==> src/design/cpu_pkg.sv <==
// Shared widths, opcodes, ALU and branch codes, and the instruction-word view for the core
package cpu_pkg;

    // ------------------------------
    // Widths
    // ------------------------------
    localparam int xlen       = 32;
    localparam int reg_addr_w = 5;

    // ------------------------------
    // RV32I opcodes handled here
    // ------------------------------
    localparam logic [6:0] op_rtype     = 7'b0110011;
    localparam logic [6:0] op_itype_alu = 7'b0010011;
    localparam logic [6:0] op_branch    = 7'b1100011;

    // ALU operations, shared by decode, ALU and execute
    localparam logic [3:0] alu_add  = 4'd0;
    localparam logic [3:0] alu_sub  = 4'd1;
    localparam logic [3:0] alu_sll  = 4'd2;
    localparam logic [3:0] alu_slt  = 4'd3;
    localparam logic [3:0] alu_sltu = 4'd4;
    localparam logic [3:0] alu_xor  = 4'd5;
    localparam logic [3:0] alu_srl  = 4'd6;
    localparam logic [3:0] alu_sra  = 4'd7;
    localparam logic [3:0] alu_or   = 4'd8;
    localparam logic [3:0] alu_and  = 4'd9;

    // Branch kinds resolved in execute
    localparam logic [1:0] br_none = 2'd0;
    localparam logic [1:0] br_beq  = 2'd1;
    localparam logic [1:0] br_bne  = 2'd2;

    // ------------------------------
    // Instruction word, three views
    // ------------------------------
    // Register fields sit at the same bits in every view
    typedef union packed {
        struct packed {
            logic [6:0]            funct7;
            logic [reg_addr_w-1:0] rs2;
            logic [reg_addr_w-1:0] rs1;
            logic [2:0]            funct3;
            logic [reg_addr_w-1:0] rd;
            logic [6:0]            opcode;
        } r;
        struct packed {
            logic [11:0]           imm12;
            logic [reg_addr_w-1:0] rs1;
            logic [2:0]            funct3;
            logic [reg_addr_w-1:0] rd;
            logic [6:0]            opcode;
        } i;
        struct packed {
            logic                  imm12;
            logic [5:0]            imm10_5;
            logic [reg_addr_w-1:0] rs2;
            logic [reg_addr_w-1:0] rs1;
            logic [2:0]            funct3;
            logic [3:0]            imm4_1;
            logic                  imm11;
            logic [6:0]            opcode;
        } b;
    } instr_word_u;

endpackage

==> src/design/alu.sv <==
// Combinational ALU of the core, instantiated by the execute stage
`timescale 1ns/1ps

module alu (
    input  logic [3:0]               alu_op,
    input  logic [cpu_pkg::xlen-1:0] operand_a,
    input  logic [cpu_pkg::xlen-1:0] operand_b,
    output logic [cpu_pkg::xlen-1:0] result
);

    logic [4:0] shamt;

    // Shift amount from low bits only
    assign shamt = operand_b[4:0];

    always_comb begin
        case (alu_op)
            cpu_pkg::alu_add:  result = operand_a + operand_b;
            cpu_pkg::alu_sub:  result = operand_a - operand_b;
            cpu_pkg::alu_sll:  result = operand_a << shamt;
            // Compares give 1 or 0
            cpu_pkg::alu_slt:  result = {31'b0, $signed(operand_a) < $signed(operand_b)};
            cpu_pkg::alu_sltu: result = {31'b0, operand_a < operand_b};
            cpu_pkg::alu_xor:  result = operand_a ^ operand_b;
            cpu_pkg::alu_srl:  result = operand_a >> shamt;
            cpu_pkg::alu_sra:  result = $unsigned($signed(operand_a) >>> shamt);
            cpu_pkg::alu_or:   result = operand_a | operand_b;
            cpu_pkg::alu_and:  result = operand_a & operand_b;
            default:           result = '0;
        endcase
    end

endmodule

==> src/design/register_file.sv <==
// Integer register file of the core, two read ports with write-through, one write port
`timescale 1ns/1ps

module register_file (
    input  logic                           clk,
    input  logic [cpu_pkg::reg_addr_w-1:0] read_reg1,
    input  logic [cpu_pkg::reg_addr_w-1:0] read_reg2,
    input  logic                           write_enable,
    input  logic [cpu_pkg::reg_addr_w-1:0] write_reg,
    input  logic [cpu_pkg::xlen-1:0]       write_data,
    output logic [cpu_pkg::xlen-1:0]       read_data1,
    output logic [cpu_pkg::xlen-1:0]       read_data2
);

    logic [cpu_pkg::xlen-1:0] regs [32];

    // Registers start at zero
    initial begin
        for (int idx = 0; idx < 32; idx++) begin
            regs[idx] = '0;
        end
    end

    // x0 is never written
    always @(posedge clk) begin
        if (write_enable && write_reg != '0) begin
            regs[write_reg] <= write_data;
        end
    end

    // Same-cycle write shows on the read, closes the distance-two hazard
    assign read_data1 = (read_reg1 == '0) ? '0 :
                        (write_enable && write_reg == read_reg1) ? write_data :
                        regs[read_reg1];
    assign read_data2 = (read_reg2 == '0) ? '0 :
                        (write_enable && write_reg == read_reg2) ? write_data :
                        regs[read_reg2];

endmodule

==> src/design/fetch_unit.sv <==
// Fetch stage of the core: PC, branch redirect and the fetch/decode register
`timescale 1ns/1ps

module fetch_unit (
    input  logic                     clk,
    input  logic                     exmem_reset,
    input  logic [cpu_pkg::xlen-1:0] imem_data,
    input  logic                     redirect,
    input  logic [cpu_pkg::xlen-1:0] redirect_target,
    output logic [cpu_pkg::xlen-1:0] imem_addr,
    output logic [cpu_pkg::xlen-1:0] if_pc,
    output logic [cpu_pkg::xlen-1:0] if_instr,
    output logic                     if_valid
);

    logic [cpu_pkg::xlen-1:0] pc;
    logic [cpu_pkg::xlen-1:0] pc_next;

    // Memory answers in the same cycle
    assign imem_addr = pc;

    // Taken branch wins over sequential fetch
    assign pc_next = redirect ? redirect_target : pc + cpu_pkg::xlen'(4);

    // ------------------------------
    // Program counter
    // ------------------------------
    always_ff @(posedge clk) begin
        if (exmem_reset) begin
            pc <= '0;
        end else begin
            pc <= pc_next;
        end
    end

    // ------------------------------
    // Fetch/decode register
    // ------------------------------
    always_ff @(posedge clk) begin
        if (exmem_reset) begin
            if_valid <= 1'b0;
        end else begin
            // Word fetched under a redirect is the younger one, drop it
            if_valid <= ~redirect;
        end
    end

    // Payload, qualified by if_valid
    always_ff @(posedge clk) begin
        if_pc    <= pc;
        if_instr <= imem_data;
    end

endmodule

==> src/design/decode_unit.sv <==
// Decode stage of the core: control decode, immediates, register read, decode/execute register
`timescale 1ns/1ps

module decode_unit (
    input  logic                           clk,
    input  logic                           exmem_reset,
    input  logic [cpu_pkg::xlen-1:0]       if_pc,
    input  logic [cpu_pkg::xlen-1:0]       if_instr,
    input  logic                           if_valid,
    input  logic                           redirect,
    input  logic                           wb_write,
    input  logic [cpu_pkg::reg_addr_w-1:0] wb_rd,
    input  logic [cpu_pkg::xlen-1:0]       wb_data,
    output logic                           id_valid,
    output logic [cpu_pkg::xlen-1:0]       id_pc,
    output logic [cpu_pkg::reg_addr_w-1:0] id_rs1,
    output logic [cpu_pkg::reg_addr_w-1:0] id_rs2,
    output logic [cpu_pkg::reg_addr_w-1:0] id_rd,
    output logic [cpu_pkg::xlen-1:0]       id_rs1_data,
    output logic [cpu_pkg::xlen-1:0]       id_rs2_data,
    output logic [cpu_pkg::xlen-1:0]       id_imm,
    output logic [3:0]                     id_alu_op,
    output logic                           id_alu_src,
    output logic                           id_reg_write,
    output logic [1:0]                     id_branch_op
);

    cpu_pkg::instr_word_u     instr;
    logic [cpu_pkg::xlen-1:0] rs1_data;
    logic [cpu_pkg::xlen-1:0] rs2_data;
    logic [cpu_pkg::xlen-1:0] imm_i;
    logic [cpu_pkg::xlen-1:0] imm_b;

    // Decoded controls, before the register
    logic [3:0]               dec_alu_op;
    logic                     dec_alu_src;
    logic                     dec_reg_write;
    logic [1:0]               dec_branch_op;
    logic [cpu_pkg::xlen-1:0] dec_imm;

    assign instr = if_instr;

    // Writes come back from the execute/writeback register
    register_file u_regfile (
        .clk          (clk),
        .read_reg1    (instr.r.rs1),
        .read_reg2    (instr.r.rs2),
        .write_enable (wb_write),
        .write_reg    (wb_rd),
        .write_data   (wb_data),
        .read_data1   (rs1_data),
        .read_data2   (rs2_data)
    );

    // ------------------------------
    // Immediates
    // ------------------------------
    assign imm_i = {{20{instr.i.imm12[11]}}, instr.i.imm12};
    // B offset is even, bit 0 implied
    assign imm_b = {{19{instr.b.imm12}}, instr.b.imm12, instr.b.imm11,
                    instr.b.imm10_5, instr.b.imm4_1, 1'b0};

    // ------------------------------
    // Control decode
    // ------------------------------
    always_comb begin
        // No-op unless recognised
        dec_alu_op    = cpu_pkg::alu_add;
        dec_alu_src   = 1'b0;
        dec_reg_write = 1'b0;
        dec_branch_op = cpu_pkg::br_none;
        dec_imm       = imm_i;

        case (instr.r.opcode)
            cpu_pkg::op_rtype: begin
                dec_reg_write = 1'b1;
                case (instr.r.funct3)
                    3'b000: dec_alu_op = instr.r.funct7[5] ? cpu_pkg::alu_sub : cpu_pkg::alu_add;
                    3'b001: dec_alu_op = cpu_pkg::alu_sll;
                    3'b010: dec_alu_op = cpu_pkg::alu_slt;
                    3'b011: dec_alu_op = cpu_pkg::alu_sltu;
                    3'b100: dec_alu_op = cpu_pkg::alu_xor;
                    3'b101: dec_alu_op = instr.r.funct7[5] ? cpu_pkg::alu_sra : cpu_pkg::alu_srl;
                    3'b110: dec_alu_op = cpu_pkg::alu_or;
                    default: dec_alu_op = cpu_pkg::alu_and;
                endcase
            end

            cpu_pkg::op_itype_alu: begin
                // Only ADDI, other I-type ALU ops stay no-ops
                if (instr.i.funct3 == 3'b000) begin
                    dec_reg_write = 1'b1;
                    dec_alu_src   = 1'b1;
                end
            end

            cpu_pkg::op_branch: begin
                dec_imm = imm_b;
                if (instr.b.funct3 == 3'b000) begin
                    dec_branch_op = cpu_pkg::br_beq;
                end else if (instr.b.funct3 == 3'b001) begin
                    dec_branch_op = cpu_pkg::br_bne;
                end
            end

            default: begin
            end
        endcase
    end

    // ------------------------------
    // Decode/execute register
    // ------------------------------
    always_ff @(posedge clk) begin
        if (exmem_reset) begin
            id_valid     <= 1'b0;
            id_reg_write <= 1'b0;
            id_branch_op <= cpu_pkg::br_none;
        end else begin
            // Squashed when the branch in execute is taken
            id_valid     <= if_valid & ~redirect;
            id_reg_write <= dec_reg_write;
            id_branch_op <= dec_branch_op;
        end
    end

    // Payload
    always_ff @(posedge clk) begin
        id_pc       <= if_pc;
        id_rs1      <= instr.r.rs1;
        id_rs2      <= instr.r.rs2;
        id_rd       <= instr.r.rd;
        id_rs1_data <= rs1_data;
        id_rs2_data <= rs2_data;
        id_imm      <= dec_imm;
        id_alu_op   <= dec_alu_op;
        id_alu_src  <= dec_alu_src;
    end

endmodule

==> src/design/execute_unit.sv <==
// Execute stage of the core: forwarding, ALU, branch decision and the execute/writeback register
`timescale 1ns/1ps

module execute_unit (
    input  logic                           clk,
    input  logic                           exmem_reset,
    input  logic                           id_valid,
    input  logic [cpu_pkg::xlen-1:0]       id_pc,
    input  logic [cpu_pkg::reg_addr_w-1:0] id_rs1,
    input  logic [cpu_pkg::reg_addr_w-1:0] id_rs2,
    input  logic [cpu_pkg::reg_addr_w-1:0] id_rd,
    input  logic [cpu_pkg::xlen-1:0]       id_rs1_data,
    input  logic [cpu_pkg::xlen-1:0]       id_rs2_data,
    input  logic [cpu_pkg::xlen-1:0]       id_imm,
    input  logic [3:0]                     id_alu_op,
    input  logic                           id_alu_src,
    input  logic                           id_reg_write,
    input  logic [1:0]                     id_branch_op,
    output logic                           redirect,
    output logic [cpu_pkg::xlen-1:0]       redirect_target,
    output logic                           wb_valid,
    output logic [cpu_pkg::reg_addr_w-1:0] wb_rd,
    output logic [cpu_pkg::xlen-1:0]       wb_data
);

    logic [cpu_pkg::xlen-1:0] fwd_a;
    logic [cpu_pkg::xlen-1:0] fwd_b;
    logic [cpu_pkg::xlen-1:0] alu_b;
    logic [cpu_pkg::xlen-1:0] alu_result;
    logic                     operands_equal;

    // ------------------------------
    // Forwarding
    // ------------------------------
    // wb_valid already excludes x0, so no zero check needed here
    assign fwd_a = (wb_valid && wb_rd == id_rs1) ? wb_data : id_rs1_data;
    assign fwd_b = (wb_valid && wb_rd == id_rs2) ? wb_data : id_rs2_data;

    // Immediate for ADDI, register otherwise
    assign alu_b = id_alu_src ? id_imm : fwd_b;

    alu u_alu (
        .alu_op    (id_alu_op),
        .operand_a (fwd_a),
        .operand_b (alu_b),
        .result    (alu_result)
    );

    // ------------------------------
    // Branch resolution
    // ------------------------------
    assign operands_equal  = (fwd_a == fwd_b);
    assign redirect_target = id_pc + id_imm;

    always_comb begin
        redirect = 1'b0;
        if (id_valid) begin
            case (id_branch_op)
                cpu_pkg::br_beq: redirect = operands_equal;
                cpu_pkg::br_bne: redirect = ~operands_equal;
                default:         redirect = 1'b0;
            endcase
        end
    end

    // ------------------------------
    // Execute/writeback register
    // ------------------------------
    // Feeds regfile write, forwarding and retire port
    always_ff @(posedge clk) begin
        if (exmem_reset) begin
            wb_valid <= 1'b0;
        end else begin
            wb_valid <= id_valid & id_reg_write & (id_rd != '0);
        end
    end

    // Payload, qualified by wb_valid
    always_ff @(posedge clk) begin
        wb_rd   <= id_rd;
        wb_data <= alu_result;
    end

endmodule

==> src/design/cpu_core.sv <==
// Top level of the four-stage RV32I subset core, instruction port in, retire port out
`timescale 1ns/1ps

module cpu_core (
    input  logic                           clk,
    input  logic                           exmem_reset,
    input  logic [cpu_pkg::xlen-1:0]       imem_data,
    output logic [cpu_pkg::xlen-1:0]       imem_addr,
    output logic                           wb_valid,
    output logic [cpu_pkg::reg_addr_w-1:0] wb_rd,
    output logic [cpu_pkg::xlen-1:0]       wb_data
);

    // Fetch to decode
    logic [cpu_pkg::xlen-1:0]       if_pc;
    logic [cpu_pkg::xlen-1:0]       if_instr;
    logic                           if_valid;

    // Decode to execute
    logic                           id_valid;
    logic [cpu_pkg::xlen-1:0]       id_pc;
    logic [cpu_pkg::reg_addr_w-1:0] id_rs1;
    logic [cpu_pkg::reg_addr_w-1:0] id_rs2;
    logic [cpu_pkg::reg_addr_w-1:0] id_rd;
    logic [cpu_pkg::xlen-1:0]       id_rs1_data;
    logic [cpu_pkg::xlen-1:0]       id_rs2_data;
    logic [cpu_pkg::xlen-1:0]       id_imm;
    logic [3:0]                     id_alu_op;
    logic                           id_alu_src;
    logic                           id_reg_write;
    logic [1:0]                     id_branch_op;

    // Branch redirect from execute
    logic                           redirect;
    logic [cpu_pkg::xlen-1:0]       redirect_target;

    fetch_unit u_fetch (
        .clk             (clk),
        .exmem_reset     (exmem_reset),
        .imem_data       (imem_data),
        .redirect        (redirect),
        .redirect_target (redirect_target),
        .imem_addr       (imem_addr),
        .if_pc           (if_pc),
        .if_instr        (if_instr),
        .if_valid        (if_valid)
    );

    // Retire port doubles as regfile write
    decode_unit u_decode (
        .clk          (clk),
        .exmem_reset  (exmem_reset),
        .if_pc        (if_pc),
        .if_instr     (if_instr),
        .if_valid     (if_valid),
        .redirect     (redirect),
        .wb_write     (wb_valid),
        .wb_rd        (wb_rd),
        .wb_data      (wb_data),
        .id_valid     (id_valid),
        .id_pc        (id_pc),
        .id_rs1       (id_rs1),
        .id_rs2       (id_rs2),
        .id_rd        (id_rd),
        .id_rs1_data  (id_rs1_data),
        .id_rs2_data  (id_rs2_data),
        .id_imm       (id_imm),
        .id_alu_op    (id_alu_op),
        .id_alu_src   (id_alu_src),
        .id_reg_write (id_reg_write),
        .id_branch_op (id_branch_op)
    );

    execute_unit u_execute (
        .clk             (clk),
        .exmem_reset     (exmem_reset),
        .id_valid        (id_valid),
        .id_pc           (id_pc),
        .id_rs1          (id_rs1),
        .id_rs2          (id_rs2),
        .id_rd           (id_rd),
        .id_rs1_data     (id_rs1_data),
        .id_rs2_data     (id_rs2_data),
        .id_imm          (id_imm),
        .id_alu_op       (id_alu_op),
        .id_alu_src      (id_alu_src),
        .id_reg_write    (id_reg_write),
        .id_branch_op    (id_branch_op),
        .redirect        (redirect),
        .redirect_target (redirect_target),
        .wb_valid        (wb_valid),
        .wb_rd           (wb_rd),
        .wb_data         (wb_data)
    );

endmodule

==> config.mk <==
export PLATFORM = sky130hd
export DESIGN_NAME = cpu_core
export DESIGN_NICKNAME = d
export VERILOG_FILES = /design/src/design/cpu_pkg.sv /design/src/design/alu.sv /design/src/design/register_file.sv /design/src/design/fetch_unit.sv /design/src/design/decode_unit.sv /design/src/design/execute_unit.sv /design/src/design/cpu_core.sv
export SDC_FILE = /design/constraint.sdc
export NUM_CORES = 2
export LEC_CHECK = 0
export BUFFER_PORTS_ARGS = -buffer_cell sky130_fd_sc_hd__buf_2
export CAP_MARGIN = 15
export CORE_UTILIZATION = 40
export DETAILED_ROUTE_END_ITERATION = 10
export PLACE_DENSITY_LB_ADDON = 0.08
export SLEW_MARGIN = 20
export SYNTH_ARGS = -nofsm -noshare
export SYNTH_HDL_FRONTEND = slang
export SYNTH_SLANG_ARGS = --single-unit
==> constraint.sdc <==
create_clock -name clk -period 13.7 [get_ports clk]
set_input_delay 2.055 -clock clk [delete_from_list [all_inputs] [get_ports clk]]
set_output_delay 2.055 -clock clk [all_outputs]
set_load 0.005 [all_outputs]
## Word-level counts from Yosys, hierarchy flattened

Memory sizes are Yosys's and may differ from the RTL's. A register that Yosys moved wholly into a read port is not among the register bits.
Index checks and enable logic that the tools add are counted.

| storage, ports and cells | value |
|---|---|
| bits in registers | 204 |
| bits in writable memories | 1024 |
| input bits | 34 |
| output and inout port bits | 70 |
| logic and storage cells | 89 |
| memories | 1 |

Memories:

| name | depth | bits a word | rd ports | clocked after Yosys merged registers in | wr ports | RTL line | RTL |
|---|---|---|---|---|---|---|---|
| u_decode.u_regfile.regs | 32 | 32 | 2 | 2 | 1 | register_file.sv:15 | `logic [cpu_pkg::xlen-1:0] regs [32];` |

| operators by class | value |
|---|---|
| add/sub/neg operators | 4 |
| $lt $le $gt $ge | 2 |
| equal/unequal tests | 23 |
| shift-type cells | 3 |
| muxes and demuxes | 17 |
| bitwise gates (word level) | 9 |
| reductions and logical operators | 11 |

Operators with widths:

| operator | count |
|---|---|
| 32-bit case mux with 10 select lines | 1 |
| 32-bit two-way mux | 4 |
| 32-bit adder | 2 |
| 32-bit < comparator | 2 |
| 32-bit by 3-bit adder with 32-bit output, second input constant | 1 |
| 32-bit bitwise AND | 1 |
| 32-bit equality test | 1 |
| 32-bit OR | 1 |
| 32-bit by 5-bit left shift with 32-bit output | 1 |
| 32-bit by 5-bit right shift with 32-bit output | 1 |
| 32-bit by 5-bit >>> shifter with 32-bit output | 1 |
| 32-bit subtractor | 1 |
| 32-bit XOR | 1 |
| 4-bit case mux with 7 select lines | 1 |
| 4-bit by 3-bit equality test with 1-bit output, second input constant | 4 |
| 12-bit two-way mux | 1 |
| 5-bit equality test | 2 |
| 5-bit zero test | 2 |
| 5-bit nonzero test | 2 |
| 3-bit equality test, second input constant | 3 |
| 4-bit by 2-bit equality test with 1-bit output, second input constant | 2 |
| 4-bit equality test, second input constant | 2 |
| 7-bit by 5-bit equality test with 1-bit output, second input constant | 1 |
| 7-bit by 6-bit equality test with 1-bit output, second input constant | 1 |
| other kinds (16) | 30 |

## Logic depth before layout (Yosys ltp)

| depth | value |
|---|---|
| depth in word-level cells | 9 |
| mapped depth | 23 |
| depth with buffers taken out | 19 |

## By module

From an unflattened synthesis, not the netlist that was laid out.

| second synthesis, totals | value |
|---|---|
| cells, all modules | 4708 |
| area, all modules | 66348.6 sq um |

By module, submodules not included:

| module | times used | cells an instance | area each (sq um) | sequential area each (sq um) |
|---|---|---|---|---|
| register_file | 1 | 2520 | 47869.7 | 30749.5 |
| alu | 1 | 1231 | 8196.6 | 0.0 |
| execute_unit | 1 | 492 | 4169.0 | 760.7 |
| decode_unit | 1 | 184 | 3075.4 | 2662.6 |
| fetch_unit | 1 | 281 | 3037.9 | 1941.9 |

## Worst setup path after synthesis

OpenSTA, ideal clock, no wires.

| timing path | value |
|---|---|
| kind | register to register |
| start | register u_execute.wb_data[0] (netlist bit) |
| end | register u_execute.wb_data[28] (netlist bit) |
| setup time | 0.079 ns |
| data arrival time | 4.635 ns |
| required time | 13.621 ns |
| setup slack | 8.986 ns |
| cell stages (with the launch flop) | 17 |
| path buffers | 2 |
| clock period less this slack | 4.714 ns |
| cells stage by stage | dfxtp_1 nand3_1 mux2_4 nand2_4 buf_2 buf_2 ha_1 inv_1 fa_1 or2_2 a311oi_4 a2111oi_4 o31ai_4 a31oi_1 nor4_1 mux2_2 o211ai_1 |

| on the way | value |
|---|---|
| cells in the longest elaborated chain, start to end | 4 |
| elaborated cells between the ends (all ways) | 9 |
| classes of those cells | add/sub: 2; shift: 3; mux: 4 |

RTL lines:

| what | RTL line | RTL |
|---|---|---|
| from (decl) | execute_unit.sv:23 | `output logic [cpu_pkg::xlen-1:0] wb_data` |
| from (signal assigned) | execute_unit.sv:81 | `wb_data <= alu_result;` |
| 32-bit two-way mux | execute_unit.sv:37 | `assign fwd_b = (wb_valid && wb_rd == id_rs2) ? wb_data : id_rs2_data;` |
| 32-bit two-way mux | execute_unit.sv:40 | `assign alu_b = id_alu_src ? id_imm : fwd_b;` |
| 32-bit subtractor, or another cell as far along | alu.sv:19 | `cpu_pkg::alu_sub: result = operand_a - operand_b;` |
| 32-bit case mux with 10 select lines (*) | alu.sv:17 | `case (alu_op)` |
| via u_execute.alu_result, one bit | execute_unit.sv:29 | `logic [cpu_pkg::xlen-1:0] alu_result;` |

The timed path passes the listed nets; every way through them passes the cells marked *.
A chain may end at the register's enable or synchronous reset.

## Worst setup path in the final report

| timing path | value |
|---|---|
| start | register u_execute.wb_rd[4] (netlist bit) |
| end | register u_execute.wb_data[27] (netlist bit) |

| on the way | value |
|---|---|
| cells in the longest elaborated chain, start to end | 6 |
| elaborated cells between the ends (all ways) | 16 |
| classes of those cells | add/sub: 2; eq/ne: 2; shift: 3; mux: 4; bitwise: 3; reduce/logical: 2 |

RTL lines:

| what | RTL line | RTL |
|---|---|---|
| from (decl) | execute_unit.sv:22 | `output logic [cpu_pkg::reg_addr_w-1:0] wb_rd,` |
| from (signal assigned) | execute_unit.sv:80 | `wb_rd <= id_rd;` |
| 5-bit equality test | execute_unit.sv:37 |  |
| 1-bit logical AND | execute_unit.sv:37 |  |
| 32-bit two-way mux | execute_unit.sv:37 |  |
| 32-bit two-way mux | execute_unit.sv:40 |  |
| 32-bit subtractor, or another cell as far along | alu.sv:19 |  |
| 32-bit case mux with 10 select lines (*) | alu.sv:17 |  |
| via u_execute.alu_result, one bit | execute_unit.sv:29 |  |

Marked as above.

==> results.cfg <==
[synthesis]
synth.most_common_cell = edfxtp_1
synthCells = 4427
syn_avg_cell_area_sq_um = 15.1
synth_flop_cell = edfxtp_1
synth_edf_count = 1024
synth_area_sq_um = 66800
synth_warnings = 0
ys_seq_elements = 1292
netlist_top_cells_count = edfxtp_1, mux4_2, nor2_1
yosysSeqAreaShare_pct = 54.1
synth_top_cell_by_area = edfxtp_1
synth.top_cell.area_share_pct = 46.0
synth.area.top_cells = edfxtp_1, mux4_2, dfxtp_1
ys_async_sr_fraction_pct = 0
synth_cell_types = 108

[global_route]
gr-total-overflow = 0
grt_pass1_wl_mm = 325
grt_pass1_vias = 43000
grt_antenna_before_repair = 8
grt.total_usage_pct = 27.0
grt_max_degree = 65

[drt]
dr_total_vias = 43100
avgRoutedWirePerCell_um = 33.4
wl_met2_mm = 105
ant_nets = 0
viasPerCell = 6.31
top_layer_used = met4
drc_errors = 12
drtIter0Drc = 4918
routed_wl_mm = 228
drtPass1Iterations = 9
drt-met1-wl_mm = 99.1
wl_met3_mm = 17.6

[critical_path]
ff2ff_path_depth = 16
cp-end-kind = register
arrival_ns = 7.20
critPathSlowestCell = nand3_2
start_kind = register
required_ns = 14.41
crit_chain = xnor2_1 > and4_4 > nand3_2 > mux2_1 > mux2_2 > ha_1 > and4_1 > and2b_1 > nor4b_1 > o221ai_1 > and3b_1 > a21oi_1 > a41oi_1 > o211ai_1 > mux2_2 > o221ai_1
slowest_delay_ns = 0.72
path_max_fanout = 31
criticalPathCategory = reg2reg

[sta]
fin_crit_ns = 6.49
setup_tns_ns = 0
fmax_ghz = 0.154
finalClockSkew_ns = 0.0348
hold_slack_ns = 0.323
relSlewSlack_pct = 25.9
drv_slew = 0
worst_pin_slew_ns = 1.11
rsz0062_at_grt = false
finalSetupViolCount = 0
finalHoldViolations = 0
timing.final.crit_share_pct = 47.4
setup_ws_ns = 7.21

[floorplanning]
core_area_sq_um = 165000
die_x_um = 411
die-area_sq_um = 169000
rows = 149
die_y_um = 411
io_pins = 104
initial_utilization_pct = 40.4

[clock_network]
clkLatencyLatePin_ns = 0.80
root_buffer = clkbuf_16
cts.path.max_buffers = 3
post-cts-setup-buffers = 0
cts.sinks = 1292
path_clk_slew_ns = 0.06
holdBufCountCts = 0
cts_tree = done
h-tree-depth = 4
cts_made_buffers = 150
ctsResizeCount = 0

[finish]
final_net_count = 4687
final_area_sq_um = 74800
drive_gt1_share_pct = 27.0
multi_input_area_sq_um = 29300
synthToLayoutAreaGrowth_pct = 12.0
n_antenna_cell = 0
final_cells = 6829
nFillCells = 14600
ff_latch_area_sq_um = 36200

[pwr]
power.density_nw_per_um2 = 149
vdd_drop_max_mv = 0.129
power.leakage_nw = 25.5

[worst_hold_path]
hold_path.class = reg2reg
holdPathStages = 0

[placement]
post-place-ws_ns = 7.27
gp_congestion = 0.944
dp_hpwl_mm = 142
io_buffer_count = 103
place_inst = 6557
dpl_cell_area_sq_um = 70100

[run_status]
violations = DRC
outcome = complete, but fails checks

[job]
cap_violations = 0
-- placed cells by master, fill, tap and decap left out, types with 17 or more instances in the layout --
cell / n
inv_1: 104
edfxtp_1: 1024
mux2_2: 69
nor2_1: 280
mux4_2: 640
a22oi_1: 28
a211oi_1: 88
xor2_1: 33
xnor2_1: 76
conb_1: 32
a21o_1: 34
nand3_1: 69
nor2b_1: 21
dfxtp_1: 258
o21bai_1: 27
buf_2: 103
nand2_1: 176
a21oi_1: 155
and3_1: 21
ha_1: 130
o21ai_0: 144
nor2_4: 33
clkinv_1: 26
nor3_1: 41
mux2i_1: 209
clkbuf_1: 39
nand4_1: 26
o211ai_1: 45
clkbuf_16: 153
buf_4: 123
o22ai_1: 38
a221oi_1: 17
clkinv_2: 26
a31oi_1: 24
-- final cells by class --
| class | instances | area share (%) |
|---|---|---|
| clock buffer | 197 | 5.41 |
| clock inverter | 75 | 0.895 |
| timing repair buffer | 226 | 1.92 |
| inverter | 109 | 0.547 |
| sequential | 1292 | 48.3 |
| tap | 2189 | 3.66 |
| multi-input combinational | 2741 | 39.2 |
-- report_power, final --
group          switching [mW]  total, mW  internal [mW]
combinational            1.68       2.42          0.738
clock                    1.68       3.88           2.20
sequential             0.0870       4.85           4.76
total                    3.44       11.1           7.70
-- cells by family (layout without fill, tap and decap cells) --
logic type               Yosys count  in the layout  synth area share [%]
multiplexers                     925            925                  26.0
XOR/XNOR                         113            113                  1.54
flip-flops                      1292           1292                  54.1
buffers and inverters            425            607                  2.56
adder cells (fa/ha/maj)          133            133                  2.53
AO/OA/AOI/OAI                    774            774                  8.04
AND/OR/NAND/NOR                  764            764                  5.24
other                              1             32               0.00562
-- metal layers --
layer | vias to the layer above | GRT usage, %
li1 | 18100 | -
met1 | 22800 | 38.6
met2 | 1873 | 41.9
met3 | 376 | 5.18
met4 | 0 | 8.05
met5 | - | 0
-- path summary, 6_finish.rpt --
path	start	endpoint	slack, ns
setup / recovery	u_execute.wb_rd[4]$_DFF_P_	u_execute.wb_data[27]$_DFF_P_	7.21
hold / removal	u_fetch.if_pc[3]$_DFF_P_	u_decode.id_pc[3]$_DFF_P_	0.32
setup reg to reg	u_execute.wb_rd[4]$_DFF_P_	u_execute.wb_data[27]$_DFF_P_	7.21
hold reg to reg	u_fetch.if_pc[3]$_DFF_P_	u_decode.id_pc[3]$_DFF_P_	0.32
-- critical path, delay by kind of cell, from the launching register on --
family                     cells  cell delay [ns]
DFF                            1             0.63
adders and majority gates      1             0.53
AOI/OAI and AO/OA              5             1.54
and+or+nand+nor                6             2.14
xor gates and xnor gates       1             0.21
muxes                          3             1.34
-- registers in the layout, indices dropped and copies added, names as in the netlist --
register / cells
u_decode.u_regfile.regs: 1024
u_decode.id_pc: 32
u_decode.id_rs1_data: 32
u_decode.id_rs2_data: 32
u_execute.wb_data: 32
u_fetch.if_instr: 32
u_fetch.if_pc: 32
u_fetch.imem_addr: 32
u_decode.id_imm: 13
u_decode.id_rd: 5
u_decode.id_rs1: 5
u_decode.id_rs2: 5
u_execute.wb_rd: 5
u_decode.id_alu_op: 4
u_decode.id_branch_op: 2
u_decode.id_alu_src: 1
u_decode.id_reg_write: 1
u_decode.id_valid: 1
u_execute.wb_valid: 1
u_fetch.if_valid: 1
-- metrics by stage --
stage / util (%) / power (mW)
after floorplan: - / 6.30
after global placement: 42.4 / 7.32
after detailed placement: 42.4 / 7.30
after CTS: 45.2 / 11.2
after global routing: 45.2 / 11.5
final: 45.2 / 11.1
Note: power is estimated with default switching activity, not from simulation.
